$ cat config.mk
export PLATFORM = sky130hd
export DESIGN_NAME = hist_top
export DESIGN_NICKNAME = d
export VERILOG_FILES = /design/src/logic/hist_pkg.sv /design/src/logic/hist_bank_ram.sv /design/src/logic/hist_builder.sv /design/src/logic/hist_readout.sv /design/src/logic/hist_top.sv
export VERILOG_INCLUDE_DIRS = /design/src /design/src/logic
export SDC_FILE = /design/constraint.sdc
export NUM_CORES = 1
export LEC_CHECK = 0
export BUFFER_PORTS_ARGS = -buffer_cell sky130_fd_sc_hd__buf_2
export CAP_MARGIN = 5
export CORE_AREA = 2 2 281 394
export CTS_CLUSTER_SIZE = 12
export DETAILED_ROUTE_END_ITERATION = 10
export DIE_AREA = 0 0 283 396
export MAX_ROUTING_LAYER = met4
export SYNTH_ARGS = -nofsm -noshare
export SYNTH_HDL_FRONTEND = slang
export SYNTH_SLANG_ARGS = --single-unit
$ cat constraint.sdc
create_clock -name clk -period 19 [get_ports clk]
set_input_delay 3.8 -clock clk [delete_from_list [all_inputs] [get_ports clk]]
set_output_delay 3.8 -clock clk [all_outputs]
set_load 0.005 [all_outputs]
$ cat src/logic/hist_defs.svh
`ifndef HIST_DEFS_SVH
`define HIST_DEFS_SVH

// tdc bins per histogram
`define HIST_BIN_NUM 16

// pixels in the array
`define HIST_PIXEL_NUM 4

// consecutive codes each pixel delivers per acquisition
`define HIST_CODES_PER_PIXEL 5

// acquisitions summed into one histogram set
`define HIST_ACQ_NUM 4

// bin count width, saturates at all ones
`define HIST_COUNT_W 4

// credit pool of the readout stream
`define HIST_CREDITS 4

`endif

$ cat src/logic/hist_pkg.sv
`default_nettype none

`include "hist_defs.svh"

package hist_pkg;

    // derived index widths
    localparam int BIN_W  = $clog2(`HIST_BIN_NUM);
    localparam int PIX_W  = $clog2(`HIST_PIXEL_NUM);
    // bank address is pixel above bin
    localparam int ADDR_W = PIX_W + BIN_W;

    typedef logic [BIN_W-1:0]         bin_idx_t;
    typedef logic [PIX_W-1:0]         pix_idx_t;
    typedef logic [ADDR_W-1:0]        addr_t;
    typedef logic [`HIST_COUNT_W-1:0] count_t;

    // readout engine states
    typedef enum logic [1:0] {
        RD_IDLE,
        RD_STREAM,
        RD_DONE
    } rd_state_t;

endpackage

`default_nettype wire

$ cat src/logic/hist_bank_ram.sv
`default_nettype none

module hist_bank_ram
    import hist_pkg::*;
(
    input  logic   clk,
    input  logic   combin_res,
    // builder read-modify-write port
    input  logic   upd_en,
    input  logic   upd_bank,
    input  addr_t  upd_addr,
    input  count_t upd_count_new,
    output count_t upd_count_old,
    // lazy bank clear
    input  logic   clr_en,
    input  logic   clr_bank,
    // readout port
    input  logic   rd_bank,
    input  addr_t  rd_addr,
    output count_t rd_count
);

    // one entry per pixel and bin
    localparam int DEPTH = 1 << ADDR_W;

    // count storage, two banks
    count_t cnt_mem [2][DEPTH];

    // per-bin valid flags, one vector per bank
    logic [DEPTH-1:0] vld_bits [2];

    // valid flags, bank clear and first touch
    always_ff @(posedge clk or negedge combin_res) begin
        if (!combin_res) begin
            vld_bits[0] <= '0;
            vld_bits[1] <= '0;
        end else begin
            // whole bank invalid in one cycle
            if (clr_en) begin
                vld_bits[clr_bank] <= '0;
            end
            // first touch of a bin marks it live
            if (upd_en) begin
                vld_bits[upd_bank][upd_addr] <= 1'b1;
            end
        end
    end

    // count write, same edge as the valid bit
    always_ff @(posedge clk) begin
        if (upd_en) begin
            cnt_mem[upd_bank][upd_addr] <= upd_count_new;
        end
    end

    // builder read, stale contents of a cleared bin show as zero
    always_comb begin
        if (vld_bits[upd_bank][upd_addr]) begin
            upd_count_old = cnt_mem[upd_bank][upd_addr];
        end else begin
            upd_count_old = '0;
        end
    end

    // readout read, same masking
    always_comb begin
        if (vld_bits[rd_bank][rd_addr]) begin
            rd_count = cnt_mem[rd_bank][rd_addr];
        end else begin
            rd_count = '0;
        end
    end

    // builder must never clear the bank it is still counting into
    a_no_upd_clr_same_bank : assert property (
        @(posedge clk) disable iff (!combin_res)
        !(upd_en && clr_en && (upd_bank == clr_bank))
    ) else $error("hist_bank_ram: update and clear hit bank %0d", upd_bank);

endmodule

`default_nettype wire

$ cat src/logic/hist_builder.sv
`default_nettype none

`include "hist_defs.svh"

module hist_builder
    import hist_pkg::*;
(
    input  logic     clk,
    input  logic     combin_res,
    // event stream
    input  logic     ev_valid,
    input  bin_idx_t ev_bin,
    output logic     ev_ready,
    // count update
    output logic     upd_en,
    output logic     upd_bank,
    output addr_t    upd_addr,
    input  count_t   upd_count_old,
    output count_t   upd_count_new,
    // bank clear
    output logic     clr_en,
    output logic     clr_bank,
    // handoff to readout
    output logic     set_done,
    output logic     done_bank,
    input  logic     rd_busy
);

    // counter widths, one extra bit keeps a count of one legal
    localparam int CODE_W = $clog2(`HIST_CODES_PER_PIXEL + 1);
    localparam int ACQ_W  = $clog2(`HIST_ACQ_NUM + 1);

    logic [CODE_W-1:0] code_cnt;
    pix_idx_t          pix_cnt;
    logic [ACQ_W-1:0]  acq_cnt;

    // bank currently being filled
    logic fill_bank;
    // set finished but readout still owns the other bank
    logic swap_pend;

    logic accept;
    logic code_last;
    logic pix_last;
    logic acq_last;
    logic last_event;
    logic swap;

    // wrap points of the three nested counters
    assign code_last = (code_cnt == CODE_W'(`HIST_CODES_PER_PIXEL - 1));
    assign pix_last  = (pix_cnt == pix_idx_t'(`HIST_PIXEL_NUM - 1));
    assign acq_last  = (acq_cnt == ACQ_W'(`HIST_ACQ_NUM - 1));

    // only stall is a pending swap
    assign ev_ready   = !swap_pend;
    assign accept     = ev_valid && ev_ready;
    assign last_event = accept && code_last && pix_last && acq_last;

    // swap as soon as the readout has let go of the old bank
    assign swap = !rd_busy && (last_event || swap_pend);

    // update port, pixel index above the tdc code
    assign upd_en   = accept;
    assign upd_bank = fill_bank;
    assign upd_addr = {pix_cnt, ev_bin};

    // saturating increment
    always_comb begin
        if (upd_count_old == '1) begin
            upd_count_new = upd_count_old;
        end else begin
            upd_count_new = upd_count_old + count_t'(1);
        end
    end

    // clear the bank about to be filled on the swap edge
    assign clr_en   = swap;
    assign clr_bank = !fill_bank;

    // code, pixel and acquisition position
    always_ff @(posedge clk or negedge combin_res) begin
        if (!combin_res) begin
            code_cnt <= '0;
            pix_cnt  <= '0;
            acq_cnt  <= '0;
        end else if (accept) begin
            if (code_last) begin
                code_cnt <= '0;
                if (pix_last) begin
                    pix_cnt <= '0;
                    // set boundary, acquisitions restart
                    if (acq_last) begin
                        acq_cnt <= '0;
                    end else begin
                        acq_cnt <= acq_cnt + ACQ_W'(1);
                    end
                end else begin
                    pix_cnt <= pix_cnt + pix_idx_t'(1);
                end
            end else begin
                code_cnt <= code_cnt + CODE_W'(1);
            end
        end
    end

    // bank select, stall flag and done pulse
    always_ff @(posedge clk or negedge combin_res) begin
        if (!combin_res) begin
            fill_bank <= 1'b0;
            swap_pend <= 1'b0;
            set_done  <= 1'b0;
            done_bank <= 1'b0;
        end else begin
            set_done <= swap;
            if (swap) begin
                // hand the finished bank over
                done_bank <= fill_bank;
                fill_bank <= !fill_bank;
                swap_pend <= 1'b0;
            end else if (last_event) begin
                // readout busy, hold input until it drains
                swap_pend <= 1'b1;
            end
        end
    end

    a_done_one_cycle : assert property (
        @(posedge clk) disable iff (!combin_res)
        set_done |=> !set_done
    ) else $error("hist_builder: set_done longer than one cycle");

endmodule

`default_nettype wire

$ cat src/logic/hist_readout.sv
`default_nettype none

`include "hist_defs.svh"

module hist_readout
    import hist_pkg::*;
(
    input  logic     clk,
    input  logic     combin_res,
    // handoff from builder
    input  logic     set_done,
    input  logic     done_bank,
    output logic     rd_busy,
    // bank read port
    output logic     rd_bank,
    output addr_t    rd_addr,
    input  count_t   rd_count,
    // sink side
    input  logic     credit_ret,
    output logic     out_valid,
    output pix_idx_t out_pixel,
    output bin_idx_t out_bin,
    output count_t   out_count,
    output logic     out_bank,
    output logic     out_last
);

    // room for the full pool value
    localparam int CRED_W = $clog2(`HIST_CREDITS + 1);

    rd_state_t         state;
    logic [CRED_W-1:0] credits;
    logic              cur_bank;
    pix_idx_t          scan_pix;
    bin_idx_t          scan_bin;

    logic send;
    logic scan_bin_last;
    logic scan_end;

    // one beat per cycle, only with a credit in hand
    assign send = (state == RD_STREAM) && (credits != '0);

    assign scan_bin_last = (scan_bin == bin_idx_t'(`HIST_BIN_NUM - 1));
    assign scan_end      = scan_bin_last && (scan_pix == pix_idx_t'(`HIST_PIXEL_NUM - 1));

    assign rd_busy = (state != RD_IDLE);
    assign rd_bank = cur_bank;
    assign rd_addr = {scan_pix, scan_bin};

    // state machine and scan position
    always_ff @(posedge clk or negedge combin_res) begin
        if (!combin_res) begin
            state    <= RD_IDLE;
            cur_bank <= 1'b0;
            scan_pix <= '0;
            scan_bin <= '0;
        end else begin
            case (state)
                RD_IDLE: begin
                    if (set_done) begin
                        state    <= RD_STREAM;
                        cur_bank <= done_bank;
                        scan_pix <= '0;
                        scan_bin <= '0;
                    end
                end
                RD_STREAM: begin
                    // address holds while out of credits
                    if (send) begin
                        if (scan_end) begin
                            state <= RD_DONE;
                        end else if (scan_bin_last) begin
                            scan_bin <= '0;
                            scan_pix <= scan_pix + pix_idx_t'(1);
                        end else begin
                            scan_bin <= scan_bin + bin_idx_t'(1);
                        end
                    end
                end
                RD_DONE: begin
                    // last beat on the wire, bank released next cycle
                    state <= RD_IDLE;
                end
                default: begin
                    state <= RD_IDLE;
                end
            endcase
        end
    end

    // credit pool, spend and return may coincide
    always_ff @(posedge clk or negedge combin_res) begin
        if (!combin_res) begin
            credits <= CRED_W'(`HIST_CREDITS);
        end else begin
            credits <= credits + CRED_W'(credit_ret) - CRED_W'(send);
        end
    end

    // beat strobe and end marker
    always_ff @(posedge clk or negedge combin_res) begin
        if (!combin_res) begin
            out_valid <= 1'b0;
            out_last  <= 1'b0;
        end else begin
            out_valid <= send;
            out_last  <= send && scan_end;
        end
    end

    // beat payload, captured from the combinational bank read
    always_ff @(posedge clk) begin
        if (send) begin
            out_pixel <= scan_pix;
            out_bin   <= scan_bin;
            out_count <= rd_count;
            out_bank  <= cur_bank;
        end
    end

    // sink returned more than it was given
    a_credit_bound : assert property (
        @(posedge clk) disable iff (!combin_res)
        credits <= CRED_W'(`HIST_CREDITS)
    ) else $error("hist_readout: credit count %0d above pool", credits);

    // beat on the wire is still owed back, pool cannot be full
    a_beat_has_credit : assert property (
        @(posedge clk) disable iff (!combin_res)
        out_valid |-> (credits < CRED_W'(`HIST_CREDITS))
    ) else $error("hist_readout: beat sent but credit pool full");

endmodule

`default_nettype wire

$ cat src/logic/hist_top.sv
`default_nettype none

module hist_top
    import hist_pkg::*;
(
    input  logic     clk,
    input  logic     combin_res,
    // tdc code stream
    input  logic     ev_valid,
    input  bin_idx_t ev_bin,
    output logic     ev_ready,
    // histogram stream to the sink
    output logic     out_valid,
    output pix_idx_t out_pixel,
    output bin_idx_t out_bin,
    output count_t   out_count,
    output logic     out_bank,
    output logic     out_last,
    input  logic     credit_ret
);

    // builder to memory
    logic   upd_en;
    logic   upd_bank;
    addr_t  upd_addr;
    count_t upd_count_old;
    count_t upd_count_new;
    logic   clr_en;
    logic   clr_bank;

    // builder to readout
    logic set_done;
    logic done_bank;
    logic rd_busy;

    // readout to memory
    logic   rd_bank;
    addr_t  rd_addr;
    count_t rd_count;

    hist_builder u_builder (
        .clk           (clk),
        .combin_res    (combin_res),
        .ev_valid      (ev_valid),
        .ev_bin        (ev_bin),
        .ev_ready      (ev_ready),
        .upd_en        (upd_en),
        .upd_bank      (upd_bank),
        .upd_addr      (upd_addr),
        .upd_count_old (upd_count_old),
        .upd_count_new (upd_count_new),
        .clr_en        (clr_en),
        .clr_bank      (clr_bank),
        .set_done      (set_done),
        .done_bank     (done_bank),
        .rd_busy       (rd_busy)
    );

    hist_bank_ram u_bank_ram (
        .clk           (clk),
        .combin_res    (combin_res),
        .upd_en        (upd_en),
        .upd_bank      (upd_bank),
        .upd_addr      (upd_addr),
        .upd_count_new (upd_count_new),
        .upd_count_old (upd_count_old),
        .clr_en        (clr_en),
        .clr_bank      (clr_bank),
        .rd_bank       (rd_bank),
        .rd_addr       (rd_addr),
        .rd_count      (rd_count)
    );

    hist_readout u_readout (
        .clk        (clk),
        .combin_res (combin_res),
        .set_done   (set_done),
        .done_bank  (done_bank),
        .rd_busy    (rd_busy),
        .rd_bank    (rd_bank),
        .rd_addr    (rd_addr),
        .rd_count   (rd_count),
        .credit_ret (credit_ret),
        .out_valid  (out_valid),
        .out_pixel  (out_pixel),
        .out_bin    (out_bin),
        .out_count  (out_count),
        .out_bank   (out_bank),
        .out_last   (out_last)
    );

endmodule

`default_nettype wire

# Word-level counts from Yosys, hierarchy flattened
# Memories as Yosys holds them, arrays and structs flattened.
# Cells that the tools add are included.
# totals
ramBits	512
in_bits	8
out_inout_bits	14
ff_bits	165
wordCells	136
mem_count	1
# mem_list
memory	depth	word_bits	rd	rd_clocked_by_memory_dff	wr	line	source
u_bank_ram.cnt_mem	2	256	2	0	1	hist_bank_ram.sv:27	count_t cnt_mem [2][DEPTH];
# op_classes
reduce_logical	27
addsub	8
muxes	49
eq_ne	12
bitwise	8
order_cmp	11
# op_table
operator	count
$mux W64	8
$mux W128	2
$mux W256	1
$and A128 B128 Y128	1
$demux W64 S1	2
$not A128 Y128	1
$or A128 B128 Y128	1
$bmux W4 S6	2
$mux W4	11
$demux W4 S6	1
$mux W2	8
$ge A7 B7 Y1 const B	2
$lt A6 B7 Y1 const B	2
$not A6 Y7	2
$bmux W1 S6	2
$logic_and A1 B1 Y1	12
$add A4 B1 Y4 const B	2
$eq A4 B4 Y1 const B	2
$pmux W2 S2	2
$pmux W4 S2	1
$lt A7 B1 Y1 const B	1
$add A3 B1 Y3 const B	2
$demux W1 S6	1
$ge A2 B2 Y1 const B	3
23 further kinds	43

# Longest topological paths before layout
# logic_depth
depth_word	11
depth_mapped	12
ltp_nobuf	8

# Cells and area by module
# From an unflattened synthesis, not the netlist that was laid out.
# hier_totals
hier_cells	1819
area_unflattened_um2	32501.2
# modules_own_cells
mod	seq_area_each_um2	cells_each	n_inst	area_each_um2
hist_bank_ram	18577.8	1682	1	30753.2
hist_readout	681.9	73	1	1042.2
hist_builder	300.3	64	1	705.7

# Worst setup path after synthesis
# OpenSTA, ideal clock, no wires.
# synth_timing
path_kind	input-to-reg
from	input port ev_bin[0]
to	memory u_bank_ram.cnt_mem[0][101] (netlist bit), data pin
t_required_ns	18.032
arrival_time_ns	9.329
n_path_buf	4
setup_ns	0.968
path_slack_ns	8.703
cell_stages	10
path_cell_list	buf_2 -> buf_4 -> buf_4 -> buf_2 -> mux4_2 -> nand2_1 -> a41oi_1 -> a221oi_2 -> a31oi_2 -> a31oi_1
# synth_via
elab_chain_cells	7
word_cells_on_any_way	10
cone_classes	add/sub (1); eq/ne (1); mux (7); bitwise (1)
# synth_lines
element	line	source
start, declared	hist_top.sv:10	input bin_idx_t ev_bin,
$not A6 Y7 (not written as such)	hist_bank_ram.sv:59	upd_count_old = cnt_mem[upd_bank][upd_addr];
$bmux W4 S6	hist_bank_ram.sv:59	
$mux W4 (not written as such) (2 in a row)	hist_bank_ram.sv:59	
$mux W4 *	hist_bank_ram.sv:58	if (vld_bits[upd_bank][upd_addr]) begin
$add A4 B1 Y4 / $eq A4 B4 Y1 (equally long branches)	hist_builder.sv:72, hist_builder.sv:69	
$mux W4 *	hist_builder.sv:69	if (upd_count_old == '1) begin
via u_bank_ram.upd_count_new[1]	hist_bank_ram.sv:12	input count_t upd_count_new,
end, declared	hist_bank_ram.sv:27	
# The timed path passes the listed nets; every way through them passes the cells marked *. The select of a mux whose other input is x is not followed.

# Worst setup path in the final report
# layout_timing
from	input port ev_bin[2]
to	memory u_bank_ram.cnt_mem[1][223] (netlist bit), data pin
# Same word-level chain as after synthesis.

==> results.json <==
{
  "gpl.final_weighted_congestion": 0.888,
  "cts.sink_count": 677,
  "totalNegativeSetupSlack_ps": 0,
  "min_tclk_post_route_ps": 8270,
  "die_x_um": 283,
  "cts_max_level": 3,
  "synthesis.area_sq_um": 32400,
  "maximum_clock_rate_ghz": 0.121,
  "drtIter0Drc": 2147,
  "power.internal_mw": 2.86,
  "finalMaxSlewViolations": 0,
  "grt_first_pass_wirelength_mm": 145,
  "initial_utilization_pct": 30.0,
  "mappedNetlistNets": 1916,
  "report.power.total_mw": 3.97,
  "run_status": "finished, final reports clean",
  "crit_path_start_kind": "input port",
  "placementRows": 143,
  "drive_above_1_share_pct": 26.6,
  "max-clock-path-buffers": 3,
  "clk_latency_ps": 640,
  "cp.required_ps": 19300,
  "design.die.area_sq_um": 112000,
  "detailedPlacementHpwl_mm": 64.9,
  "total_core_area_sq_um": 108000,
  "worst_path_fanout_max": 80,
  "fin_area_sq_um": 36000,
  "crit_path_end_kind": "flip-flop",
  "layout.cells.most_common": "sky130_fd_sc_hd__edfxtp_1",
  "ys_ff_latch": 677,
  "die_height_um": 396,
  "grt_max_degree": 129,
  "min-delay-path-class": "reg2reg",
  "clk_root_buffer_cell": "sky130_fd_sc_hd__clkbuf_16",
  "synth-main-ff-cell": "sky130_fd_sc_hd__edfxtp_1",
  "drcViolationCount": 0,
  "switching_share_pct": 28.1,
  "clkPwrFrac_pct": 32.1,
  "track_usage_pct": 18.2,
  "postSynth.asyncResetShare_pct": 22.7,
  "vias": 19300,
  "filler_cell_count": 10300,
  "final.period_utilization_pct": 43.5,
  "sequentialPowerShare_pct": 51.8,
  "p_comb_share_pct": 16.2,
  "ys_warn_count": 0,
  "layout.area.seq_sq_um": 19600,
  "cts_resized": 0,
  "cts.hold.buffers_added": 0,
  "top_level_ports": 22,
  "synthCells": 1896,
  "finalWirelength_mm": 99.7,
  "place.port_buffers": 21,
  "area_growth_syn_to_layout_pct": 11.1,
  "vdd_ir_drop_max_uv": 131,
  "fin_hold_ws_ps": 505,
  "report.final.hold_viol_count": 0,
  "vias_in_the_first_global_route": 20200,
  "maxCapViolCount": 0,
  "avgViaCountPerCell": 5.69,
  "layout.cells.most_common_list": "sky130_fd_sc_hd__edfxtp_1, sky130_fd_sc_hd__mux4_2, sky130_fd_sc_hd__nor2_1",
  "total_switching_power_mw": 1.11,
  "cts_tree": "built",
  "cts_post_setup_buffers_inserted": 0,
  "grt_remaining_overflow": 0,
  "yosysUniqueCellTypes": 73,
  "clk_pin_slew_ps": 60,
  "dpl-instance-area_sq_um": 34000,
  "critical_path_type": "in2reg",
  "setup_viol": 0,
  "post_syn_area_per_cell_sq_um": 17.1,
  "powerDensity_nw_per_um2": 110,
  "multi_input_comb_area_sq_um": 12100,
  "post_drt_wl_per_cell_um": 29.4,
  "worst_ep_arrival_time_ps": 8570,
  "layout.nets": 1908,
  "detail-route-antenna-nets": 0,
  "worst_slew_margin_rel_pct": 14.5,
  "synth_sequential_area_ratio_pct": 60.3,
  "synth_enable_flop_cells": 523,
  "grt_setup_unrepaired": "false",
  "total_leakage_power_nw": 12.2,
  "drt_pre_antenna_iters": 6,
  "initial_antenna_violation_count": 1,
  "worst_max_slew_pin_slew_ps": 1280,
  "num_cts_buffers": 67,
  "clock_skew_ps": 29.4
}
cell families after synthesis:
family / synth area share (%)
buf+inv: 2.60
compound gates: 4.91
simple gates: 4.75
mux: 26.8
xor+xnor: 0.0811
flops: 60.3
fa+ha+maj: 0.486
area by class of cell:
cell class              count  share of cell area (%)
multi-input cells        1059                    33.5
diodes                      1                 0.00694
repair buffers             67                    1.35
inverters                  16                   0.167
well taps                1450                    5.03
clock buffers             119                    5.46
flip-flops and latches    677                    54.3
clock inverters             3                   0.118
path summary, 6_finish.rpt:
path                                                         to  cells after the start  slack [ps]                               start
max                        u_bank_ram.cnt_mem[1][223]$_DFFE_PP_                     11       10730                           ev_bin[2]
min                          u_bank_ram.vld_bits[105]$_DFF_PN0_                      1         500  u_bank_ram.vld_bits[105]$_DFF_PN0_
max reg2reg                u_bank_ram.cnt_mem[1][223]$_DFFE_PP_                     11       12930      u_builder.upd_bank$_DFFE_PN0N_
min reg2reg                  u_bank_ram.vld_bits[105]$_DFF_PN0_                      1         500  u_bank_ram.vld_bits[105]$_DFF_PN0_
max in group asynchronous         u_readout.rd_bank$_DFFE_PN0P_                      2       14730                          combin_res
min in group asynchronous    u_bank_ram.vld_bits[125]$_DFF_PN0_                      1        3020                          combin_res
through the flow:
stage	setup WS (ps)	instances	utilization, %
floorplan	8700	1896	-
global placement	10100	3268	31.4
detailed placement	9990	3268	31.4
CTS	10630	3390	33.3
global route	10610	3392	33.3
finish	10730	3392	33.3
sequential cells by signal (all words and copies together) (netlist names):
register             flops
u_builder.pix_cnt        2
u_readout.out_last       1
u_builder.acq_cnt        3
u_readout.scan_pix       2
u_builder.done_bank      1
u_builder.upd_bank       1
u_builder.swap_pend      1
u_readout.out_valid      1
u_readout.out_bin        4
u_builder.code_cnt       3
u_readout.out_pixel      2
u_readout.out_count      4
u_bank_ram.vld_bits    128
u_readout.scan_bin       4
u_readout.credits        3
u_readout.out_bank       1
u_builder.set_done       1
u_bank_ram.cnt_mem     512
u_readout.state          2
u_readout.rd_bank        1
worst max-delay path, cell delays in order:
cell,delay [ps]
sky130_fd_sc_hd__buf_2,100
sky130_fd_sc_hd__buf_4,570
sky130_fd_sc_hd__or3b_1,920
sky130_fd_sc_hd__o22ai_1,410
sky130_fd_sc_hd__nor4_1,80
sky130_fd_sc_hd__a221o_1,390
sky130_fd_sc_hd__a32oi_1,530
sky130_fd_sc_hd__nand3_1,240
sky130_fd_sc_hd__a21oi_4,180
sky130_fd_sc_hd__buf_4,470
sky130_fd_sc_hd__buf_4,720
power by group through the flow:
stage / combinational (mW) / sequential [mW] / clock [mW]
floorplan: 0.354 / 2.12 / 0
global placement: 0.597 / 2.08 / 0
detailed placement: 0.630 / 2.09 / 0
CTS: 0.635 / 2.06 / 1.29
global route: 0.694 / 2.07 / 1.34
finish: 0.642 / 2.06 / 1.27
cell usage after synthesis (5+ instances only):
library cell                instances  area, sq um
sky130_fd_sc_hd__buf_6             14          158
sky130_fd_sc_hd__clkbuf_1          65          244
sky130_fd_sc_hd__nand3_1           19         95.1
sky130_fd_sc_hd__mux2_2            35          394
sky130_fd_sc_hd__nand4_1            7         43.8
sky130_fd_sc_hd__o21ai_0           16         80.1
sky130_fd_sc_hd__a221o_1            6         60.1
sky130_fd_sc_hd__edfxtp_1         523        15700
sky130_fd_sc_hd__buf_4             22          165
sky130_fd_sc_hd__o22a_1             6         52.6
sky130_fd_sc_hd__o22ai_1           23          144
sky130_fd_sc_hd__mux2i_1          112         1120
sky130_fd_sc_hd__dfrtp_1          153         3830
sky130_fd_sc_hd__mux4_2           317         7140
sky130_fd_sc_hd__inv_1             15         56.3
sky130_fd_sc_hd__a221oi_1           9         78.8
sky130_fd_sc_hd__nor4_1             5         31.3
sky130_fd_sc_hd__nand2_1           42          158
sky130_fd_sc_hd__nor2_1           257          965
sky130_fd_sc_hd__nor2b_1            6         37.5
sky130_fd_sc_hd__a21oi_1           14         70.1
sky130_fd_sc_hd__a22o_1             5         43.8
sky130_fd_sc_hd__buf_1             12         45.0
sky130_fd_sc_hd__o221ai_1          13          114
sky130_fd_sc_hd__o21a_1            64          480
sky130_fd_sc_hd__ha_1              11          138
sky130_fd_sc_hd__a2bb2oi_1          8         70.1
sky130_fd_sc_hd__buf_2             30          150
metal layers:
| layer | GRT usage, % | routed length, um | vias up |
|---|---|---|---|
| li1 | - | - | 7713 |
| met2 | 31.3 | 51600 | 1005 |
| met1 | 20.4 | 35100 | 10300 |
| met4 | 9.87 | 5890 | 0 |
| met3 | 3.01 | 7130 | 270 |
| met5 | - | 0 | - |
(Power assumes the default switching activity.)
